**config.mk**
```make
export PLATFORM = sky130hd
export DESIGN_NAME = hdc_encode_core
export DESIGN_NICKNAME = d
export VERILOG_FILES = /design/src/design/hdc_core_pkg.sv /design/src/design/hdc_encode_core.sv
export SDC_FILE = /design/constraint.sdc
export NUM_CORES = 2
export LEC_CHECK = 0
export ABC_AREA = 1
export BUFFER_PORTS_ARGS = -buffer_cell sky130_fd_sc_hd__clkbuf_2
export CORE_MARGIN = 1.5
export CORE_UTILIZATION = 41
export DETAILED_ROUTE_END_ITERATION = 6
export GPL_ROUTABILITY_DRIVEN = 0
export PLACE_DENSITY = 0.54
export SLEW_MARGIN = 20
export SYNTH_ARGS = -nofsm -noshare
export SYNTH_HDL_FRONTEND = slang
export SYNTH_SLANG_ARGS = --single-unit
```
**constraint.sdc**
```tcl
create_clock -name clk -period 2.2 [get_ports clk]
set_input_delay 0.22 -clock clk [delete_from_list [all_inputs] [get_ports clk]]
set_output_delay 0.22 -clock clk [all_outputs]
set_load 0.01 [all_outputs]
```
**src/design/hdc_core_pkg.sv**
```systemverilog
package hdc_core_pkg;

    localparam int HV_WIDTH = 32;

    typedef logic [HV_WIDTH-1:0] hv_t;

    // broadcast from the decoder to every core
    typedef struct packed {
        logic        clear;
        // memory read strobe
        logic        feed;
        // accumulate strobe, one cycle after feed
        logic        exec;
        logic        exec_first;
        logic [15:0] addr;
        hv_t         wdata;
        logic [4:0]  window_last;
    } core_ctrl_t;

    typedef struct packed {
        logic [7:0] core;
        hv_t        value;
    } hdc_result_t;

    typedef enum logic {
        COLL_IDLE  = 1'b0,
        COLL_SHIFT = 1'b1
    } coll_state_e;

endpackage

```
**src/design/hdc_encode_core.sv**
```systemverilog
`timescale 1ns/1ps

module hdc_encode_core #(
    parameter int ITEM_DEPTH = 64
) (
    input  logic                     clk,
    input  logic                     rst_n,
    input  hdc_core_pkg::core_ctrl_t ctrl,
    input  logic                     load_we,
    output hdc_core_pkg::hv_t        acc
);

    localparam int AW = $clog2(ITEM_DEPTH);

    // item memory, maps to block RAM
    hdc_core_pkg::hv_t item_mem [ITEM_DEPTH];

    hdc_core_pkg::hv_t hv_q;
    hdc_core_pkg::hv_t acc_q;
    logic [4:0]        perm_q;
    logic [AW-1:0]     mem_addr;

    // rotate right by amt
    function automatic hdc_core_pkg::hv_t rotr(input hdc_core_pkg::hv_t v,
                                               input logic [4:0] amt);
        logic [2*hdc_core_pkg::HV_WIDTH-1:0] dbl;
        dbl = {v, v} >> amt;
        return dbl[hdc_core_pkg::HV_WIDTH-1:0];
    endfunction

    assign mem_addr = ctrl.addr[AW-1:0];

    // write and read never coincide, one command per cycle
    always_ff @(posedge clk) begin
        if (load_we) begin
            item_mem[mem_addr] <= ctrl.wdata;
        end else if (ctrl.feed) begin
            hv_q <= item_mem[mem_addr];
        end
    end

    // permutation counter, wraps at window_last
    always_ff @(posedge clk or negedge rst_n) begin
        if (!rst_n) begin
            perm_q <= '0;
        end else if (ctrl.clear) begin
            perm_q <= '0;
        end else if (ctrl.exec) begin
            if (perm_q == ctrl.window_last) begin
                perm_q <= '0;
            end else begin
                perm_q <= perm_q + 5'd1;
            end
        end
    end

    // rotate-xor accumulator
    always_ff @(posedge clk or negedge rst_n) begin
        if (!rst_n) begin
            acc_q <= '0;
        end else if (ctrl.clear) begin
            acc_q <= '0;
        end else if (ctrl.exec) begin
            if (ctrl.exec_first) begin
                // new n-gram starts unrotated
                acc_q <= hv_q;
            end else begin
                acc_q <= acc_q ^ rotr(hv_q, perm_q);
            end
        end
    end

    assign acc = acc_q;

endmodule

```
# Word-level counts from Yosys, hierarchy flattened
# Memory sizes are Yosys's and may differ from the RTL's. A register that Yosys moved wholly into a read port is not among the register bits.
# Cells that the tools add are included.
[totals]
reg_bits = 37
mem_bits_rw = 2048
inputBits = 60
wordCells = 18
memories = 1
[mem_list]
columns = ["name", "words", "word_bits", "read_ports", "rd_clocked_by_memory_dff", "wr", "line", "rtl"]
rows = [
  ["item_mem", 64, 32, 1, 1, 1, "hdc_encode_core.sv:16", "hdc_core_pkg::hv_t item_mem [ITEM_DEPTH];"],
]
[op_classes]
addsub = 1
n_eq_ne = 1
shifts = 1
n_mux = 8
bitwise = 2
reduce_logical = 2
[ops]
columns = ["cell", "count"]
rows = [
  ["2-to-1 mux 32 bit", 3],
  [">> shifter 64 x 5 -> 32 bit", 1],
  ["XOR 32 bit", 1],
  ["2-to-1 mux 5 bit", 3],
  ["adder 5 x 1 -> 5 bit (second input constant)", 1],
  ["== test 5 bit", 1],
  ["2-to-1 mux 1 bit", 2],
  ["AND reduction 2 bit", 1],
  ["nonzero test 2 bit", 1],
  ["NOT 1 bit", 1],
]

# Longest topological paths before layout
[depth]
word_depth = 5
ltp_mapped = 13
depth_no_buf = 11

# Least setup slack after synthesis
# No wires, ideal clock.
[synth_timing]
path_kind = "in2reg"
from = "input ctrl[40] in the netlist's numbering"
to = "memory item_mem[40][0] in the netlist's numbering (enable)"
setup_time_ns = 0.461
t_arrival_ns = 3.203
t_required_ns = 1.739
slack_ns = -1.464
stages = 5
n_path_buf = 1
path_cell_list = "inv_1 nor3_1 buf_2 inv_1 nor3_1"
[synth_lines]
columns = ["element", "line", "rtl"]
rows = [
  ["start, declared", "hdc_encode_core.sv:8", "input hdc_core_pkg::core_ctrl_t ctrl,"],
  ["end, declared", "hdc_encode_core.sv:16", ""],
]
# Straight into the memory's write port.

==> metrics.cfg <==
[die]
io_pins=92
die_y_um=448
die_w_um=448
rows=163
initial_core_util_pct=41.2
die-area_um2=201000
core_um2=197000

[timing]
rsz0062_at_grt=no
hold_violations=0
max_freq_ghz=0.461
fin_worst_skew_ns=0.0356
setup_ws_ns=0.0302
finalCriticalPeriod_ns=2.17
tightest_slew_ns=0.934
fin_crit_sh_pct=98.6
slew_headroom_pct=37.3
slew_viol_final=0
holdWs_ns=0.105
finalSetupViolations=0

[worst_setup_path]
crit_path_end_kind=register
required_ns=2.76
rr_worst_depth=6
cp-start-kind=register
crit_fanout=1
r2r_start=item_mem[43][8]
reg2reg_to=hv_q[8]
arrival_ns=2.73
worstSetupPathType=reg -> reg
r2r_setup_slack_ns=0.03

[placed_design]
post_dp_cell_area_um2=92400
pre_cts_slack_ns=-0.967
place_hpwl_mm=171
io_buffers=81

[clock_tree]
root_buffer=clkbuf_16
tritoncts=built
clk_latency_ns=0.87
cts_buffers=214
htreeDepth=4
clkTransAtPathRegs_ns=0.06
ctsLongestPathBuffers=3
clock_sinks=2117

[power_and_ir_drop]
vdd_drop_max_mv=0.863
total_leakage_power_nw=34.8
p_per_area_nw_per_um2=865

[logic_synthesis]
synthTopCellsByArea=edfxtp_1, nand2_1, nand3_1
netlist_area_um2=81200
yosysUniqueCellTypes=34
syn-num-nets=6154
async_reset_ff_share_pct=1.75
avgSynthCellArea_um2=13.3
synth-seq-cells=2117
synth-edff-count=2080
ys_seq_area_share_pct=78.1
synth_ff_type=edfxtp_1
yosysTopAreaCellShare_pct=76.9
synth_warnings=0
synth_most_common_cell=nand2_1
syn_inst=6093
synthTopCellsByCount=nand2_1, edfxtp_1, nand3_1, nand4_1, nor2_1
yosys.area.top_type=edfxtp_1

[status]
outcome=finished clean

[grt]
antenna_found_initial=16
grt_pass1_vias=51300
grtUsageTotal_pct=27.0
grt_pass1_wl_mm=383
grt_max_degree=65
grt_overflow=0

[run]
max-cap-violations=0

[hold_path]
hold_depth=2
hp-start=ctrl[18]
hp-class=in -> reg
min_to=item_mem[5][13]

[drt]
wl_mm=271
postRouteAntennaNets=0
drtPass1Iterations=6
drc=0
wl_per_cell_um=28.0
drt_first_iter_violations=6892
vias_per_cell=5.55
vias=53700

[layout]
area_delta_synth_final_pct=22.8
drive_gt1_share_pct=17.0
post-route-cell-area_um2=99700
finalNetCount=6910
post-route-util_pct=50.6

metal layers:
layer	GRT usage, %	routed length (um)	up-vias
met5	0	35	-
met4	9.04	9140	4
met3	4.02	22800	389
met2	42.4	125000	2411
met1	38.7	114000	27200
li1	-	-	23700
how the worst max path moves through the flow:
stage,from,to,cells after the start
2_1_floorplan,load_we,hv_q[0],2
4_1_cts,item_mem[43][3],hv_q[3],6
6_report,item_mem[43][8],hv_q[8],6
3_3_place_gp,ctrl[39],hv_q[4],12
3_5_place_dp,ctrl[38],hv_q[25],13
5_1_grt,item_mem[7][5],hv_q[5],9
through the flow:
step                      total power, W  TNS (ns)  cells
final                             0.0862         0   9680
after global routing              0.0885         0   9673
after CTS                         0.0866         0   9672
after detailed placement          0.0510   -322.36   9235
after global placement            0.0509   -311.37   9235
after floorplan                   0.0477   -138.27   6093
critical path, stage by stage, from the launching register on:
cell,delay (ns)
edfxtp_1,0.37
nand2_1,0.08
nand4_1,0.14
o21ai_1,0.41
nand2_1,0.12
nor2_1,0.59
nand2_1,0.14
logic make-up (layout without fill, tap and decap cells):
| logic type | after synthesis | after routing | synth area share (%) |
|---|---|---|---|
| and+or+nand+nor | 3137 | 3137 | 16.3 |
| DFF | 2117 | 2117 | 78.1 |
| AOI/OAI and AO/OA | 450 | 450 | 3.48 |
| buffers and inverters | 383 | 1323 | 2.06 |
| xor gates and xnor gates | 5 | 5 | 0.0539 |
| adders and majority gates | 1 | 1 | 0.0154 |
| other | 0 | 7 | 0 |
area by class of cell:
type / count / area [um2]
fill: 16900 / 97300
sequential: 2117 / 63400
multi-input combinational: 3593 / 16700
timing repair buffer: 833 / 9000
clock buffer: 259 / 5550
tap: 2640 / 3300
clock inverter: 141 / 1360
inverter: 90 / 387
antenna: 7 / 17.5
registers in the layout, indices dropped and copies added (netlist names):
name / flops
acc: 32
hv_q: 32
item_mem: 2048
perm_q: 5
report_power, final:
part / leakage, nW / switching (W) / total [W] / internal (W)
clock: 3.37 / 0.0158 / 0.0360 / 0.0202
combinational: 12.2 / 0.00362 / 0.00531 / 0.00169
sequential: 19.2 / 0.000217 / 0.0449 / 0.0447
placed cells by master (no fill, tap or decap), drive strengths merged, types with 9 or more instances in the layout:
cell         instances
a22o                15
o2bb2ai              9
edfxtp            2080
clkinv             116
a21oi               27
clkbuf             339
buf                716
a22oi              179
inv                 93
o21ai              209
nor2               231
nand4              337
dlygate4sd3         37
nand2             2110
nor3                13
dfrtp               37
bufinv              19
nand3              440
what timing repair did:
item                                     CTS  global route
endpoints found under the setup margin     8             5
pin swaps                                  0             0
resized for setup                          8             4
hold buffers                              37             0
endpoints found under the hold margin   1721             0
buffers inserted                           0             1
Note: power is estimated with default switching activity, not from simulation.
