$ cat config.mk
export PLATFORM = sky130hd
export DESIGN_NAME = hdc_cmd_decoder
export DESIGN_NICKNAME = d
export VERILOG_FILES = /design/src/design/hdc_cmd_pkg.sv /design/src/design/hdc_core_pkg.sv /design/src/design/hdc_cmd_decoder.sv
export SDC_FILE = /design/constraint.sdc
export NUM_CORES = 1
export LEC_CHECK = 0
export ABC_AREA = 1
export BUFFER_PORTS_ARGS = -buffer_cell sky130_fd_sc_hd__buf_4
export CAP_MARGIN = 0
export CORE_ASPECT_RATIO = 0.6
export CORE_MARGIN = 1.5
export CORE_UTILIZATION = 41
export CTS_CLUSTER_SIZE = 40
export DETAILED_ROUTE_END_ITERATION = 8
export GPL_TIMING_DRIVEN = 0
export HOLD_SLACK_MARGIN = 0.12
export PLACE_DENSITY_LB_ADDON = 0.3
export SLEW_MARGIN = 40
export SYNTH_ARGS = -nofsm -noshare
export SYNTH_HDL_FRONTEND = slang
export SYNTH_SLANG_ARGS = --single-unit
$ cat constraint.sdc
create_clock -name clk -period 0.8 [get_ports clk]
set_input_delay 0.12 -clock clk [delete_from_list [all_inputs] [get_ports clk]]
set_output_delay 0.12 -clock clk [all_outputs]
set_load 0.03 [all_outputs]
$ cat src/design/hdc_cmd_pkg.sv
package hdc_cmd_pkg;

    // host opcodes, one command per strobe
    typedef enum logic [2:0] {
        OP_NOP    = 3'd0,
        // write one item memory word
        OP_LOAD   = 3'd1,
        // set window_last, clear every core
        OP_CONFIG = 3'd2,
        // feed one symbol into every core
        OP_FEED   = 3'd3,
        // snapshot and stream the accumulators
        OP_DRAIN  = 3'd4
    } hdc_op_e;

    typedef struct packed {
        hdc_op_e     op;
        // restart the n-gram with this symbol
        logic        first;
        // target core of a load
        logic [7:0]  core_sel;
        // item address or symbol, taken modulo ITEM_DEPTH
        logic [15:0] addr;
        // load word; low 5 bits are window_last on a config
        logic [31:0] data;
    } hdc_cmd_t;

endpackage

$ cat src/design/hdc_core_pkg.sv
package hdc_core_pkg;

    localparam int HV_WIDTH = 32;

    typedef logic [HV_WIDTH-1:0] hv_t;

    // broadcast from the decoder to every core
    typedef struct packed {
        logic        clear;
        // memory read strobe
        logic        feed;
        // accumulate strobe, one cycle after feed
        logic        exec;
        logic        exec_first;
        logic [15:0] addr;
        hv_t         wdata;
        logic [4:0]  window_last;
    } core_ctrl_t;

    typedef struct packed {
        logic [7:0] core;
        hv_t        value;
    } hdc_result_t;

    typedef enum logic {
        COLL_IDLE  = 1'b0,
        COLL_SHIFT = 1'b1
    } coll_state_e;

endpackage

$ cat src/design/hdc_cmd_decoder.sv
`timescale 1ns/1ps

module hdc_cmd_decoder #(
    parameter int NUM_CORES  = 4,
    parameter int ITEM_DEPTH = 64
) (
    input  logic                     clk,
    input  logic                     rst_n,
    input  logic                     cmd_valid,
    input  hdc_cmd_pkg::hdc_cmd_t    cmd,
    output hdc_core_pkg::core_ctrl_t ctrl,
    output logic [NUM_CORES-1:0]     load_we,
    output logic                     drain
);

    logic is_load;
    logic is_config;
    logic is_feed;
    logic is_drain;

    logic                     clear_q;
    logic                     feed_q;
    logic                     exec_q;
    logic                     exec_first_q;
    logic                     drain_q;
    logic [NUM_CORES-1:0]     load_we_q;
    logic [4:0]               window_last_q;
    logic                     first_q;
    logic [15:0]              addr_q;
    hdc_core_pkg::hv_t        wdata_q;

    always_comb begin
        is_load   = 1'b0;
        is_config = 1'b0;
        is_feed   = 1'b0;
        is_drain  = 1'b0;
        if (cmd_valid) begin
            case (cmd.op)
                hdc_cmd_pkg::OP_LOAD:   is_load   = 1'b1;
                hdc_cmd_pkg::OP_CONFIG: is_config = 1'b1;
                hdc_cmd_pkg::OP_FEED:   is_feed   = 1'b1;
                hdc_cmd_pkg::OP_DRAIN:  is_drain  = 1'b1;
                default: ;
            endcase
        end
    end

    // one-cycle pulses and the window register
    always_ff @(posedge clk or negedge rst_n) begin
        if (!rst_n) begin
            clear_q       <= 1'b0;
            feed_q        <= 1'b0;
            exec_q        <= 1'b0;
            exec_first_q  <= 1'b0;
            drain_q       <= 1'b0;
            load_we_q     <= '0;
            window_last_q <= '0;
        end else begin
            clear_q      <= is_config;
            feed_q       <= is_feed;
            drain_q      <= is_drain;
            // second feed stage where the accumulate follows the read
            exec_q       <= feed_q;
            exec_first_q <= feed_q & first_q;
            // only core indices below NUM_CORES can match
            for (int i = 0; i < NUM_CORES; i++) begin
                load_we_q[i] <= is_load && (cmd.core_sel == 8'(i));
            end
            if (is_config) begin
                window_last_q <= cmd.data[4:0];
            end
        end
    end

    // payload captured with any command
    always_ff @(posedge clk) begin
        if (cmd_valid) begin
            first_q <= cmd.first;
            addr_q  <= cmd.addr & 16'(ITEM_DEPTH - 1);
            wdata_q <= cmd.data;
        end
    end

    always_comb begin
        ctrl.clear       = clear_q;
        ctrl.feed        = feed_q;
        ctrl.exec        = exec_q;
        ctrl.exec_first  = exec_first_q;
        ctrl.addr        = addr_q;
        ctrl.wdata       = wdata_q;
        ctrl.window_last = window_last_q;
    end

    assign load_we = load_we_q;
    assign drain   = drain_q;

endmodule

### After elaboration in Yosys (flattened, before gate mapping)

Index checks and enable logic that the tools add are counted.

| word-level totals | value |
|---|---|
| register bits | 53 |
| input port bits | 63 |
| output and inout port bits | 62 |
| word-level logic and storage cells | 31 |

| cells by class | value |
|---|---|
| equal/unequal tests | 7 |
| multiplexer cells | 8 |
| bitwise gates (word level) | 1 |
| reduce and logical (&&, ||, !) cells | 5 |

Operators by type and width:

| kind | number |
|---|---|
| $eq A8 B2 Y1 const B | 2 |
| $eq A8 B1 Y1 const B | 1 |
| $logic_not A8 Y1 | 1 |
| $mux W1 | 8 |
| $eq A3 B2 Y1 const B | 2 |
| $logic_and A1 B1 Y1 | 4 |
| $eq A3 B1 Y1 const B | 1 |
| $eq A3 B3 Y1 const B | 1 |
| $and A1 B1 Y1 | 1 |

### Depth between registers and ports, before layout

| logic depth | value |
|---|---|
| word-level depth | 4 |
| gate-level depth with buffers | 5 |
| mapped depth without buffers | 5 |

### Least setup slack after synthesis

Ideal clock, no wire load.

| timing | value |
|---|---|
| path kind | register to register |
| start point | reg window_last_q[0] (netlist name) |
| end point | reg window_last_q[0] |
| setup time | 0.118 ns |
| data arrival time | 0.611 ns |
| data required time | 0.682 ns |
| setup slack | 0.071 ns |
| cell stages (with the launch flop) | 3 |
| buffers on the path | 0 |
| period minus slack after synthesis | 0.729 ns |
| cell sequence | dfrtp_1 -> nand2_1 -> nand2_1 |

RTL lines:

| element | line | text |
|---|---|---|
| to (signal assigned) | hdc_cmd_decoder.sv:70 | `window_last_q <= cmd.data[4:0];` |
| to (decl) | hdc_cmd_decoder.sv:27 | `logic [4:0] window_last_q;` |

### Worst setup path in the final report

| timing | value |
|---|---|
| start point | reg window_last_q[4] |
| end point | out ctrl[4] (netlist bit) |

RTL lines:

| element | line | text |
|---|---|---|
| to (decl) | hdc_cmd_decoder.sv:11 | `output hdc_core_pkg::core_ctrl_t ctrl,` |

No word-level cell between the ends.

==> out/results.tsv <==
stage	metric	value	unit
run_status	status	complete, but fails checks	
run_status	failing checks	negative setup slack	
logic_synthesis	Seq cells post-synth	53	
clock_network	CTS Buf Count	5	
place	port bufs	104	
clock_network	clock tree buffer depth	2	
clock_network	clk sinks	53	
job	max_cap viols	0	
clock_network	Clock Latency Late Sink	0.30	ns
drt	drt initial violations	29	
logic_synthesis	register area share after synthesis	0.826	
setup_path	Buf/Inv on CP	1	
setup_path	CP Cell Sequence	buf_6	
setup_path	CP max FO	2	
setup_path	Crit Path Category	reg -> out	
final_layout	post-layout util	0.819	
timing	worst setup margin	-0.209	ns
floorplan	Die Y	54.9	µm
setup_path	Req. time, crit path	0.68	ns
drt	final WL	4.86	mm
timing	Final Hold Viols	0	
grt	initial antenna violation count	0	
place	GP Congestion	0.874	
clock_network	TritonCTS clock tree	done	
final_layout	Layout area overhead	87.2	%
logic_synthesis	Syn Area/Cell	15.9	µm²
drt	drt pass-1 iters	2	
logic_synthesis	synth warn	0	
floorplan	IO Pins	125	
grt	vias in the first global route	1406	
logic_synthesis	post-synth cell types	14	
drt	DR vias/cell	4.18	
logic_synthesis	area of the mapped netlist	0.00184	mm²
final_layout	Fillers	246	
floorplan	initial core utilization	0.438	
drt	DRC viols	0	
logic_synthesis	Post-Syn Instances	116	
drt	Via Count	1404	
clock_network	clk slew on worst S/H paths	0.10	ns
setup_path	CP delay by family, top	flip-flops	
setup_path	CP startpoint kind	flop	
final_layout	share of post-route cells with drive strength above 1	0.471	
pwr	Leak Pwr	1.60	nW
clock_network	root buffer cell	clkbuf_8	
floorplan	row cnt	18	
setup_path	CP Capture Type	output port	
drt	WL/cell	14.5	µm
timing	RSZ-0062 raised after global routing	yes	
pwr	worst vdd ir	1320	µV
grt	pin count of the biggest net entering global routing	42	
timing	final setup TNS	-8.79	ns
setup_path	Worst path slowest cell	dfrtp_1	
timing	Final setup viols	54	
final_layout	Layout Nets	338	
grt	GRT Overall Usage	0.197	
grt	total congestion overflow	0	
final_layout	diode count	0	
grt	global-route wire length before repair	6.69	mm
timing	Final Max Slew Viols	0	
drt	Final ANT Viol Nets	0	
floorplan	die width	89.6	µm
timing	Clock Skew	0.0103	ns
final_layout	area of the multi-input gates	205	µm²
timing	Final period util	1.26	
timing	min Tclk post-route	1.01	ns
floorplan	die area	0.00492	mm²
setup_path	WP data arrival	0.89	ns
timing	Max Clock Freq	991	MHz
place	DP Wirelength	2.82	mm
clock_network	htree depth	2	
pwr	power per cell area	1910	mW/mm²
floorplan	Core Area	0.00421	mm²
min_path	Tightest Hold Check Type	in -> reg	
setup_path	slowest stage delay, CP	0.43	ns
final_layout	sequential cell area	0.00152	mm²
## placed cells by master, fill, tap and decap left out, drive strengths merged
cell type / netlist / final
nand2: 17 / 17
inv: 12 / 13
buf: 14 / 115
clkbuf: 0 / 5
nand3: 5 / 5
nor2: 8 / 8
dfrtp: 14 / 14
bufinv: 0 / 1
nand4: 5 / 5
nor3: 1 / 1
clkinv: 0 / 1
conb: 1 / 10
edfxtp: 39 / 39
dlygate4sd3: 0 / 42
## cells in the mapped netlist (all sizes together)
library cell  number  share of area
buf               14          0.057
nor2               8          0.018
nor3               1         0.0027
nand4              5          0.017
conb               1         0.0020
nand2             17          0.037
edfxtp            39           0.64
inv               12          0.024
dfrtp             14           0.19
nand3              5          0.016
## cell families after synthesis
kind of cell	after synthesis	synth area share
flip-flops	53	0.826
AND/OR/NAND/NOR	36	0.0910
buffers and inverters	26	0.0815
other	1	0.00203
## sequential cells by signal (all words and copies together), names as in the netlist
name           flops
clear_q            1
drain              1
exec_first_q       1
addr_q             6
load_we            4
feed_q             1
exec_q             1
first_q            1
wdata_q           32
window_last_q      5
## power breakdown
| group | switching [mW] | total, mW | leakage, nW | internal, mW |
|---|---|---|---|---|
| combinational | 0.771 | 1.51 | 0.976 | 0.738 |
| clock | 0.830 | 1.77 | 0.0585 | 0.937 |
| sequential | 0.130 | 3.32 | 0.569 | 3.19 |
## final timing paths
kind	slack [ns]	cells past startpoint	to	start
setup / recovery	-0.21	1	ctrl[4]	window_last_q[4]
hold / removal	0.01	2	drain	cmd[57]
setup reg to reg	0.08	3	exec_first_q	feed_q
hold reg to reg	0.45	2	exec_first_q	first_q
max in group asynchronous	0.44	2	load_we[3]	rst_n
min in group asynchronous	0.19	2	exec_first_q	rst_n
## metal layers
| layer | vias up | share of wire | global-route usage |
|---|---|---|---|
| met5 | - | 0 | 0 |
| met4 | 0 | 0.016 | 0.0718 |
| met3 | 9 | 0.11 | 0.0846 |
| met2 | 73 | 0.49 | 0.337 |
| met1 | 636 | 0.39 | 0.226 |
| li1 | 686 | - | - |
## worst reg2reg max path: cells and delay by family, from the launching register on
| family | cells | cell delay, ns |
|---|---|---|
| AND/OR/NAND/NOR | 1 | 0.05 |
| buffers and inverters | 2 | 0.17 |
| flip-flops | 1 | 0.41 |
## area by class of cell
cell class	instances	area share
clock buffer	5	0.0199
buffer	10	0.0218
sequential	53	0.441
tap	60	0.0218
timing repair buffer	147	0.410
clock inverter	3	0.0127
inverter	12	0.0131
multi-input combinational	46	0.0595
## metrics by stage
stage	worst slack [ns]	area, µm²	hold slack (ns)	std cells	total power, mW
floorplan	0.0710	1880	-0.176	125	3.93
global placement	-0.425	2730	-0.0263	289	4.51
detailed placement	-0.430	2730	-0.0262	289	4.52
CTS	-0.215	3440	0.00426	336	6.61
global route	-0.242	3450	0.00735	336	6.84
finish	-0.209	3450	0.0127	336	6.60
## repair_timing
item / CTS / global route
hold buffers: 42 / 2
gates resized for setup: 53 / 3
pin swaps: 0 / 1
buffers inserted: 1 / 0
gates cloned: 0 / 0
hold endpoints to repair: 64 / 5
setup endpoints to repair: 60 / 60
Power figures use the tool's default switching activity.
