===== src/design/hdc_core_pkg.sv =====
package hdc_core_pkg;

    localparam int HV_WIDTH = 32;

    typedef logic [HV_WIDTH-1:0] hv_t;

    // broadcast from the decoder to every core
    typedef struct packed {
        logic        clear;
        // memory read strobe
        logic        feed;
        // accumulate strobe, one cycle after feed
        logic        exec;
        logic        exec_first;
        logic [15:0] addr;
        hv_t         wdata;
        logic [4:0]  window_last;
    } core_ctrl_t;

    typedef struct packed {
        logic [7:0] core;
        hv_t        value;
    } hdc_result_t;

    typedef enum logic {
        COLL_IDLE  = 1'b0,
        COLL_SHIFT = 1'b1
    } coll_state_e;

endpackage


===== src/design/hdc_result_collector.sv =====
`timescale 1ns/1ps

module hdc_result_collector #(
    parameter int NUM_CORES = 4
) (
    input  logic                                  clk,
    input  logic                                  rst_n,
    input  logic                                  drain,
    input  hdc_core_pkg::hv_t [NUM_CORES-1:0]     accs,
    output logic                                  result_valid,
    output hdc_core_pkg::hdc_result_t             result
);

    hdc_core_pkg::coll_state_e          state_q;
    logic [7:0]                         idx_q;
    hdc_core_pkg::hv_t [NUM_CORES-1:0]  shreg_q;

    // burst control
    always_ff @(posedge clk or negedge rst_n) begin
        if (!rst_n) begin
            state_q <= hdc_core_pkg::COLL_IDLE;
            idx_q   <= '0;
        end else begin
            case (state_q)
                hdc_core_pkg::COLL_IDLE: begin
                    if (drain) begin
                        state_q <= hdc_core_pkg::COLL_SHIFT;
                        idx_q   <= '0;
                    end
                end
                hdc_core_pkg::COLL_SHIFT: begin
                    // drain during a burst is dropped
                    if (idx_q == 8'(NUM_CORES - 1)) begin
                        state_q <= hdc_core_pkg::COLL_IDLE;
                        idx_q   <= '0;
                    end else begin
                        idx_q <= idx_q + 8'd1;
                    end
                end
                default: begin
                    state_q <= hdc_core_pkg::COLL_IDLE;
                end
            endcase
        end
    end

    // snapshot on drain, then core 0 leaves first
    always_ff @(posedge clk) begin
        if (state_q == hdc_core_pkg::COLL_IDLE) begin
            if (drain) begin
                shreg_q <= accs;
            end
        end else begin
            shreg_q <= shreg_q >> hdc_core_pkg::HV_WIDTH;
        end
    end

    assign result_valid = (state_q == hdc_core_pkg::COLL_SHIFT);

    always_comb begin
        result.core  = idx_q;
        result.value = shreg_q[0];
    end

endmodule


===== config.mk =====
export PLATFORM = sky130hd
export DESIGN_NAME = hdc_result_collector
export DESIGN_NICKNAME = d
export VERILOG_FILES = /design/src/design/hdc_core_pkg.sv /design/src/design/hdc_result_collector.sv
export SDC_FILE = /design/constraint.sdc
export NUM_CORES = 1
export LEC_CHECK = 0
export ABC_AREA = 0
export BUFFER_PORTS_ARGS = -buffer_cell sky130_fd_sc_hd__buf_2
export CAP_MARGIN = 20
export CORE_UTILIZATION = 47
export DETAILED_ROUTE_END_ITERATION = 12
export GPL_TIMING_DRIVEN = 0
export PLACE_DENSITY = 0.83
export SYNTH_ARGS = -nofsm -noshare
export SYNTH_HDL_FRONTEND = slang
export SYNTH_SLANG_ARGS = --single-unit

===== constraint.sdc =====
create_clock -name clk -period 3 [get_ports clk]
set_input_delay 0.15 -clock clk [delete_from_list [all_inputs] [get_ports clk]]
set_output_delay 0.15 -clock clk [all_outputs]
set_load 0.01 [all_outputs]

== Word level (Yosys, flattened, before mapping) ==
Index checks and enable logic that the tools add are counted.
Cells by class
  add/sub/neg operators: 1
  equality and inequality tests: 2
  multiplexer cells: 8
  bitwise gates (word level): 1
  reductions and logical operators: 1
Operators with widths (count)
  96-bit two-way mux: 2
  8-bit two-way mux: 2
  8-bit one-hot mux with 2 select lines: 1
  8-bit by 1-bit adder with 8-bit output, second input constant: 1
  8-bit by 2-bit == test with 1-bit output, second input constant: 1
  1-bit two-way mux: 2
  2-bit != test, second input constant: 1
  1-bit one-hot mux with 2 select lines: 1
  2-bit nonzero test: 1
  1-bit inverter: 1
Word-level totals
  flip-flop bits (word level): 137
  output and inout bits: 41
  word-level logic and storage cells: 19

== Longest topological paths before layout ==
Gate-level depths: netlist of the first run.
  word-level depth: 3
  mapped depth: 5

== Least setup slack after synthesis of the first run ==
OpenSTA, ideal clock, no wires.
  kind: flip-flop to flip-flop
  start point: register state_q (netlist: result_valid)
  end point: register idx_q[2]
  library setup time: 0.122 ns
  arrival: 3.021 ns
  setup slack: -0.143 ns
  stages on the path, launching flop included: 5
  buffers on the path: 0
  clock period less this slack: 3.143 ns
  cells stage by stage: dfrtp_1 > nor2_1 > inv_1 > o21ai_0 > a32o_1
On the way
  cells in the longest elaborated chain, start to end: 2
  elaborated cells between the ends (all ways): 3
  those cells by class: eq/ne (1); mux (1); bitwise (1)
Ends and longest elaborated chain
  start: declaration: RTL line hdc_result_collector.sv:14  | hdc_core_pkg::coll_state_e state_q;
  start signal: assignment: RTL line hdc_result_collector.sv:21  | state_q <= hdc_core_pkg::COLL_IDLE;
  start signal: assignment: RTL line hdc_result_collector.sv:27  | state_q <= hdc_core_pkg::COLL_SHIFT;
  start signal: assignment: RTL line hdc_result_collector.sv:34  | state_q <= hdc_core_pkg::COLL_IDLE;
  1-bit inverter
  8-bit one-hot mux with 2 select lines or 2-bit != test (tied branches)
  end signal: assignment: RTL line hdc_result_collector.sv:37  | idx_q <= idx_q + 8'd1;
  end: declaration: RTL line hdc_result_collector.sv:15  | logic [7:0] idx_q;
Several ways; a longest one is shown, not always the timed one.
A chain may end at the register's enable or synchronous reset.

== Worst setup path after layout of the first run ==
  start point: register state_q (netlist: result_valid)
  end point: register shreg_q, in the netlist result[7], enable pin
On the way
  cells in the longest elaborated chain, start to end: 1
Ends and longest elaborated chain
  2-bit nonzero test (no source line)
  end signal: assignment: RTL line hdc_result_collector.sv:51  | shreg_q <= accs;
  end signal: assignment: RTL line hdc_result_collector.sv:54  | shreg_q <= shreg_q >> hdc_core_pkg::HV_WIDTH;
  end: declaration: RTL line hdc_result_collector.sv:16  | hdc_core_pkg::hv_t [NUM_CORES-1:0] shreg_q;
No other way between the ends.

==> run metrics, run 1 <==
crit path cell chain nor2_1, clkinvlp_4, buf_12; Starting Density 0.485; RSZ-0062 raised after global routing false; layout cells sized above 1 0.565; #FFs+latches synth 137; Initial DRC Count 178; hold_ws 0.00993 ns; max_slew headroom 0.443; Worst R2R Setup Slack 0.70 ns; nets@finish 734; CTS tree done; final instance area 7810 um^2; Post-Syn Nets 517; Detailed Place HPWL 8530 um; Crit path required time 3.14 ns; MaxCap Viol Count 0; drt pass-1 iters 4; clk sinks 137; Synth Area in Adders 0.00426; post-route setup TNS 0 ns; xor/xnor share of the synthesized area 0; Clock Skews 0.00516 ns; Root Driver clkbuf_16; largest family of logic cells by synthesized area multiplexers; Std-Cell Rows 40; CTS buffer count 17; CP Capture Type register; final WL 12200 um; Crit Path Class reg -> reg; main area contributors after synthesis edfxtp_1 49%, mux2_2 18%, dfxtp_1 11%; Reg clk slew, reported paths 0.06 ns; Tmin final 2.30 ns; Synth warnings 0; register area share after synthesis 0.638; Synth Area in Compound Gates 0.0155; number of global-route vias before repair 3955; placed cell area 6980 um^2; VDD IR max 0.000481 V; diode count 0; first-pass GRT wire length 19000 um; Final Setup Violations 0; Worst Path Arrival 2.44 ns; Static Leakage 3.73 nW; remaining routing DRC violations 0; Final Hold Fails 0; total number of vias 3790; most used routing layer met2; H-tree Lvls 4; IO buf count 170; clk buf depth 2; Core Footprint 12100 um^2; area leader, netlist edfxtp_1; Synth top area share 0.490; met3 global-route usage 0.0499; Async S/R FF share, synth 0.0657; Critical path buffers and inverters 2; initial antenna violation count 0; die area 13000 um^2; Mapped Area 5880 um^2; crit start category register; max incr delay on CP 0.79 ns; Synth-to-Final Area Change 32.8%; DR vias/cell 4.85; ANT nets after route 0; Syn Inst Count 384; pin count of the biggest net entering global routing 38; Hold Path Class in -> reg; final worst-path cycle share 0.766; Crit path max-delay family buffers and inverters; met2 Use GR 0.349; met1 Resource Use GR 0.224; Slew Limit Fails 0; Yosys cell types 28; outcome completed; Pwr Total 7.04 mW; Post-Synth Simple-Gate Area 0.0360; clk_lat worst skew 0.41 ns; CP max FO 37; multiplexer share of the synthesized area 0.242; slowest CP cell clkinvlp_4; synth cell count leaders 96 x edfxtp_1, 96 x mux2_2, 45 x buf_4, 35 x nor2_1, 34 x mux2i_1; Die Wd 114 um; most used flip-flop cell after synthesis edfxtp_1; Placer Congestion 0.847; post-CTS setup repair buffer count 0; Die Span Y 114 um; gr ovfl total 0; GRT Resource Usage Total 0.196; fmax 0.435 GHz; Avg WL per Cell 15.6 um; Slew @ Worst Pin 0.833 ns; Boundary Pins 172; Power Density 902 nW/um^2; Post-synth EDFFs 96; Syn Area/Cell 15.3 um^2
-- state kept, by name, indices dropped and copies added (netlist names) --
signal,cells
result,32
shreg_q,96
result_valid,1
idx_q,8
-- worst paths after layout --
| kind | from | end | cells after the start |
|---|---|---|---|
| setup / recovery | result_valid$_DFF_PN0_ | result[7]$_DFFE_PP_ | 3 |
| hold / removal | accs[123] | shreg_q[123]$_SDFFE_PP0P_ | 3 |
| setup reg to reg | result_valid$_DFF_PN0_ | result[7]$_DFFE_PP_ | 3 |
| hold reg to reg | shreg_q[97]$_SDFFE_PP0P_ | shreg_q[97]$_SDFFE_PP0P_ | 2 |
| max in group asynchronous | rst_n | idx_q[3]$_DFFE_PN0P_ | 2 |
| min in group asynchronous | rst_n | idx_q[6]$_DFFE_PN0P_ | 2 |
-- tightest hold or removal path: cells and delay by family --
kind	cells	cell delay, ns
buffers and inverters	1	0.08
AND/OR/NAND/NOR	1	0.08
multiplexers	1	0.06
-- cells in the final DEF (no fill, tap or decap), types with 3 or more instances in the layout --
| cell type | n |
|---|---|
| buf_2 | 175 |
| mux2_2 | 96 |
| edfxtp_1 | 96 |
| buf_4 | 45 |
| nor2_1 | 35 |
| mux2i_1 | 34 |
| dfxtp_1 | 32 |
| dlygate4sd3_1 | 26 |
| clkbuf_16 | 17 |
| dfrtp_1 | 9 |
| clkinvlp_4 | 5 |
| nand3_1 | 4 |
| nand2_1 | 4 |
| clkinv_1 | 4 |
| nand4_1 | 3 |
-- repair_timing --
item	4_1_cts	5_1_grt
endpoints found under the hold margin	34	0
hold buffers	26	0
resized for setup	0	0
-- metal layers --
layer / up-vias / share of wire
met5: - / 0
li1: 1824 / -
met3: 16 / 0.056
met4: 0 / 0.018
met2: 116 / 0.53
met1: 1834 / 0.39
-- power breakdown --
part           total [mW]  internal [mW]  switching (mW)
clock                1.95           1.21           0.745
sequential           3.02           2.78           0.242
combinational        2.06           1.17           0.893
-- cell type report --
cell class,instances,area [um^2]
multi-input cells,194,1750
fillers,906,4310
plain buffers,51,374
well taps,168,210
inverters,2,11.3
repair buffers,198,1150
clock inverters,14,133
flip-flops and latches,137,3750
clock buffers,18,429
-- cells by family (layout without fill, tap and decap cells) --
kind of cell	count (synthesis)	in the layout
adders and majority gates	2	2
DFF	137	137
buffers and inverters	53	283
muxes	130	130
AOI/OAI and AO/OA	12	12
and+or+nand+nor	50	50
-- through the flow --
stage / setup WS (ns) / util / instances
finish: 0.702 / 0.645 / 782
global route: 0.484 / 0.645 / 782
CTS: 0.677 / 0.645 / 782
detailed placement: 0.704 / 0.577 / 724
global placement: -0.376 / 0.573 / 722
floorplan: 0.391 / - / 384
No activity file was read; power rests on OpenSTA's default activity.
==> run 2: changes to the inputs <==
clock period = 2.1 ns   (was 3 ns; I/O delays follow)
==> run 2 against run 1 <==
  * Die area is the same
  * Non-clock buffer count is 76 higher
  * Final cell count is 9.7% higher
  * Critical path type unchanged
==> run metrics, run 2 (synthesis gave the netlist of run 1 again) <==
Root Driver clkbuf_16; post-CTS setup repair buffer count 0; multi-input logic area 1760 um^2; commonest non-fill, non-tap cell in the layout buf_2; Clock Skews 0.00627 ns; Crit Path Class reg -> reg; crit start category register; Critical R2R Capture idx_q[2]$_DFFE_PN0P_; final WL 14000 um; Die Wd 114 um; Worst Path Arrival 1.92 ns; Final Setup Violations 0; DR vias/cell 4.82; pin count of the biggest net entering global routing 46; MaxCap Viol Count 0; hold-fix buffers at CTS 101; clk_lat worst skew 0.41 ns; die area 13000 um^2; total number of vias 4132; initial antenna violation count 0; Die Span Y 114 um; FF-to-FF path depth 5; Boundary Pins 172; Initial DRC Count 165; FILL cells 786; CP Capture Type register; final worst-path cycle share 0.753; clk sinks 137; max_slew headroom 0.761; Setup crit start result_valid$_DFF_PN0_; CTS buffer count 17; RSZ-0062 raised after global routing false; first-pass GRT wire length 21500 um; Static Leakage 4.09 nW; fmax 0.633 GHz; VDD IR max 0.000704 V; register area 3750 um^2; Tmin final 1.58 ns; drt pass-1 iters 4; Power Density 1220 nW/um^2; diode count 0; Hold Path Class in -> reg; Placer Congestion 0.831; Final Hold Fails 0; Avg WL per Cell 16.3 um; reg-to-reg startpoint result_valid$_DFF_PN0_; fin util 0.713; CP max FO 45; Resize count post-CTS 0; Worst R2R Setup Slack 0.52 ns; Core Footprint 12100 um^2; Top reg by flops shreg_q; H-tree Lvls 4; remaining routing DRC violations 0; IO buf count 170; Slew @ Worst Pin 0.358 ns; Std-Cell Rows 40; Slew Limit Fails 0; ANT nets after route 0; gr ovfl total 0; CP Capture Point idx_q[2]$_DFFE_PN0P_; number of global-route vias before repair 4505; Pwr Total 10.5 mW; GRT Resource Usage Total 0.222; commonest cells after routing, fill and taps aside 175 x buf_2, 102 x dlygate4sd3_1, 96 x mux2_2, 96 x edfxtp_1, 45 x buf_4; CTS tree done; clk buf depth 2; nets@finish 810; Detailed Place HPWL 8390 um; Synth-to-Final Area Change 46.8%; max FFs per register 96; Reg clk slew, reported paths 0.05 ns; Crit path required time 2.44 ns; Starting Density 0.485; layout cells sized above 1 0.509; outcome completed
## run 2: cell count changes in the layout (fill, tap and decap cells not counted), sizes merged
cell         previous run  this run
dlygate4sd3            26       102
clkinvlp                5         2
clkinv                  8         3
bufinv                  2         3
clkbuf                 18        25
## run 2: per-stage QoR
step	setup WS, ns	area, um^2	setup TNS, ns	hold WS (ns)	instances
detailed placement	0.494	6990	0	-0.0360	724
global placement	-0.936	6950	-91.65	-0.0407	722
floorplan	-0.313	5890	-30.61	-0.191	384
CTS	0.478	8620	0	0.000643	857
finish	0.519	8630	0	0.0132	858
global route	0.400	8630	0	0.00422	858
## run 2: how the worst min path moves through the flow
stage / slack [ns] / start / cells past startpoint / endpoint
2_1_floorplan: -0.19 / rst_n / 0 / idx_q[0]$_DFFE_PN0P_
6_report: 0.01 / accs[42] / 2 / shreg_q[42]$_DFFE_PP_
5_1_grt: 0.004 / accs[30] / 2 / result[30]$_DFFE_PP_
3_3_place_gp: -0.04 / rst_n / 1 / idx_q[3]$_DFFE_PN0P_
3_5_place_dp: -0.04 / rst_n / 1 / idx_q[5]$_DFFE_PN0P_
4_1_cts: 0.0006 / accs[71] / 2 / shreg_q[71]$_DFFE_PP_
## run 2: per-layer routing
layer / track usage / up-vias / routed length, um
met4: 0.0987 / 0 / 269
met3: 0.0558 / 23 / 779
met2: 0.413 / 148 / 7450
met1: 0.238 / 1987 / 5490
li1: - / 1974 / -
met5: 0 / - / 0
## run 2: critical path: stages, from the launching register on
cell        delay, ns
dfrtp_2          0.44
nor2_4           0.16
clkinvlp_4       0.35
buf_12           0.31
o21ai_0          0.10
a32o_1           0.15
## run 2: area by class of cell
cell class | count | area share
clock buffer | 25 | 0.0586
sequential | 137 | 0.434
inverter | 2 | 0.00130
timing repair buffer | 274 | 0.221
tap | 168 | 0.0244
buffer | 51 | 0.0433
clock inverter | 7 | 0.0130
multi-input combinational | 194 | 0.204
## run 2: report_power, final
group	switching (mW)	leakage (nW)	total [mW]	internal, mW
Sequential	0.347	1.52	4.32	3.97
Clock	1.04	0.303	3.07	2.02
Combinational	1.34	2.27	3.10	1.76
Total	2.73	4.09	10.5	7.76
==> run 3: changes to the inputs <==
ABC_AREA = 1   (was 0)
clock period = 1.35 ns   (was 2.1 ns; I/O delays follow)
==> run 3 against run 2 <==
  * Fmax rose by 22%
  * Clock power rose by 62%
  * Final cell count rose by 30%
  * Sequential cell count did not move
  * Routed wire length rose by 24%
  * First-iteration DRC count rose to 2.8 times the previous value
  * Non-clock buffer count rose by 42
  * Sequential power rose by 72%
  * Register-to-register slack got worse by 0.47 ns
  * Clock-buffer cell count fell by 7
  * Synthesized cell count rose by 60%
==> run metrics, run 3 <==
IO buf count 170; ANT nets after route 0; placed cell area 7090 um^2; multi-input logic area 1690 um^2; CTS tree done; initial antenna violation count 3; Critical path buffers and inverters 3; layout cells sized above 1 0.315; Comb power frac 0.333; Async S/R FF share, synth 0.0657; total number of vias 5372; Avg WL per Cell 15.5 um; #FFs+latches synth 137; max FFs per register 96; Crit Path Class reg -> reg; Std-Cell Rows 40; WL met1 6540 um; Starting Density 0.492; Die Span Y 115 um; gr ovfl total 0; CTS buffer count 17; DR vias/cell 4.80; met3 wire length 872 um; max incr delay on CP 0.47 ns; Slew @ Worst Pin 0.472 ns; Die Wd 115 um; CP Capture Type register; area leader, netlist edfxtp_1; uppermost routed layer met4; Static Leakage 4.27 nW; Core Footprint 12200 um^2; die area 13200 um^2; Crit path max-delay family flip-flops; Synth top area share 0.480; Syn Inst Count 613; final WL 17300 um; Place WS -0.165 ns; pin count of the biggest net entering global routing 54; Syn Area/Cell 9.80 um^2; register area share after synthesis 0.624; synth cell count leaders 252 x nand2_1, 96 x edfxtp_1, 41 x nand3_1, 37 x inv_1, 33 x buf_4; Placer Congestion 0.817; Reg clk slew, reported paths 0.06 ns; number of global-route vias before repair 5565; most used flip-flop cell after synthesis edfxtp_1; clk sinks 137; first-pass GRT wire length 27200 um; Initial DRC Count 469; Clk pwr share 0.267; remaining routing DRC violations 0; max_slew headroom 0.685; sequential power share 0.400; clk buf depth 2; main area contributors after synthesis edfxtp_1 48%, nand2_1 16%, dfxtp_1 11%; Synth-to-Final Area Change 52.1%; Hold Path Class in -> async; outcome completed; Post-synth EDFFs 96; Clock Skews 0.00660 ns; nets@finish 1067; crit path cell chain inv_6, buf_6, buf_6, nand2_1, o21ai_0; Slew Limit Fails 0; register area 3750 um^2; VDD IR max 0.000877 V; Yosys cell types 22; fmax 0.770 GHz; Top reg by flops shreg_q; slowest CP cell dfrtp_2; GRT Resource Usage Total 0.276; clk_lat worst skew 0.40 ns; final worst-path cycle share 0.962; Detailed Place HPWL 9340 um; final instance area 9140 um^2; met2 WL 9270 um; crit start category register; Synth warnings 0; drt pass-1 iters 5; Final Hold Fails 0; Sw Share 0.314; H-tree Lvls 4; fin cells 1119; most frequent cell after synthesis nand2_1; Most common cell on crit path buf_6; FILL cells 792; Mapped Area 6010 um^2; Tmin final 1.30 ns; Post-Syn Nets 746; Power Density 2040 nW/um^2; commonest non-fill, non-tap cell in the layout nand2_1; Final Setup Violations 0; post-layout worst setup margin 0.0507 ns; Internal Power 12.8 mW; Crit path required time 1.55 ns; Psw 5.85 mW; Worst Path Arrival 1.50 ns; MaxCap Viol Count 0; Root Driver clkbuf_16; CP max FO 10; commonest cells after routing, fill and taps aside 252 x nand2_1, 179 x buf_2, 128 x dlygate4sd3_1; Boundary Pins 172; placed cells 951
## run 3: cell types whose count changed in the layout (fill, tap and decap cells not counted), sizes merged, moves of 26 or more
| cell | delta |
|---|---|
| mux2i | -34 |
| nand3 | +37 |
| dlygate4sd3 | +26 |
| inv | +39 |
| o21ai | +64 |
| nand2 | +248 |
| nor2 | -28 |
| mux2 | -96 |
## run 3: power groups by stage
stage | Sequential (mW) | Clock [mW] | Combinational (mW)
finish | 7.45 | 4.97 | 6.20
global route | 7.58 | 5.20 | 6.92
CTS | 7.39 | 4.98 | 5.92
detailed placement | 7.46 | 0 | 5.41
global placement | 7.39 | 0 | 5.29
floorplan | 7.30 | 0 | 3.82
## run 3: through the flow
| step | hold slack [ns] | power (mW) | utilization | TNS [ns] |
|---|---|---|---|---|
| floorplan | -0.228 | 11.1 | - | 0 |
| global placement | -0.0723 | 12.7 | 0.580 | -16.52 |
| detailed placement | -0.0707 | 12.9 | 0.580 | -16.91 |
| CTS | 0.00604 | 18.3 | 0.744 | 0 |
| global route | 0.0617 | 19.7 | 0.748 | -0.00414 |
| finish | 0.0535 | 18.6 | 0.748 | 0 |
## run 3: path summary, 6_finish.rpt
kind                                                 from                         to  cells past startpoint  slack [ns]
worst max-delay path               result_valid$_DFF_PN0_      shreg_q[76]$_DFFE_PP_                      5        0.05
max in group asynchronous                           rst_n     result_valid$_DFF_PN0_                      2        1.10
worst min-delay path                                rst_n       idx_q[1]$_DFFE_PN0P_                      2        0.05
worst min register to register  shreg_q[100]$_SDFFE_PP0P_  shreg_q[100]$_SDFFE_PP0P_                      2        0.47
min in group clk                                 accs[76]      shreg_q[76]$_DFFE_PP_                      3        0.06
worst max register to register     result_valid$_DFF_PN0_      shreg_q[76]$_DFFE_PP_                      5        0.05
## run 3: timing repair
| item | in CTS | in global routing |
|---|---|---|
| cloned | 2 | 0 |
| gates resized for setup | 10 | 22 |
| hold endpoints to repair | 135 | 0 |
| hold buffers | 128 | 0 |
| endpoints found under the setup margin | 147 | 68 |
| buffers inserted | 1 | 1 |
## run 3: logic make-up after synthesis
family,share of synthesized area
buf+inv,0.0954
compound gates,0.0737
flops,0.624
xor+xnor,0.00437
fa+ha+maj,0.00417
simple gates,0.198
## run 3: layer usage
metal | GRT usage | vias to the layer above
li1 | - | 2611
met1 | 0.298 | 2454
met2 | 0.504 | 245
met3 | 0.0580 | 62
met4 | 0.155 | 0
met5 | 0 | -
## run 3: area by class of cell
class                      instances  area share
tap                              168      0.0230
timing repair buffer             302       0.241
clock inverter                    13      0.0220
antenna                            5     0.00137
sequential                       137       0.410
buffer                            65      0.0535
multi-input combinational        372       0.184
inverter                          39      0.0171
clock buffer                      18      0.0470
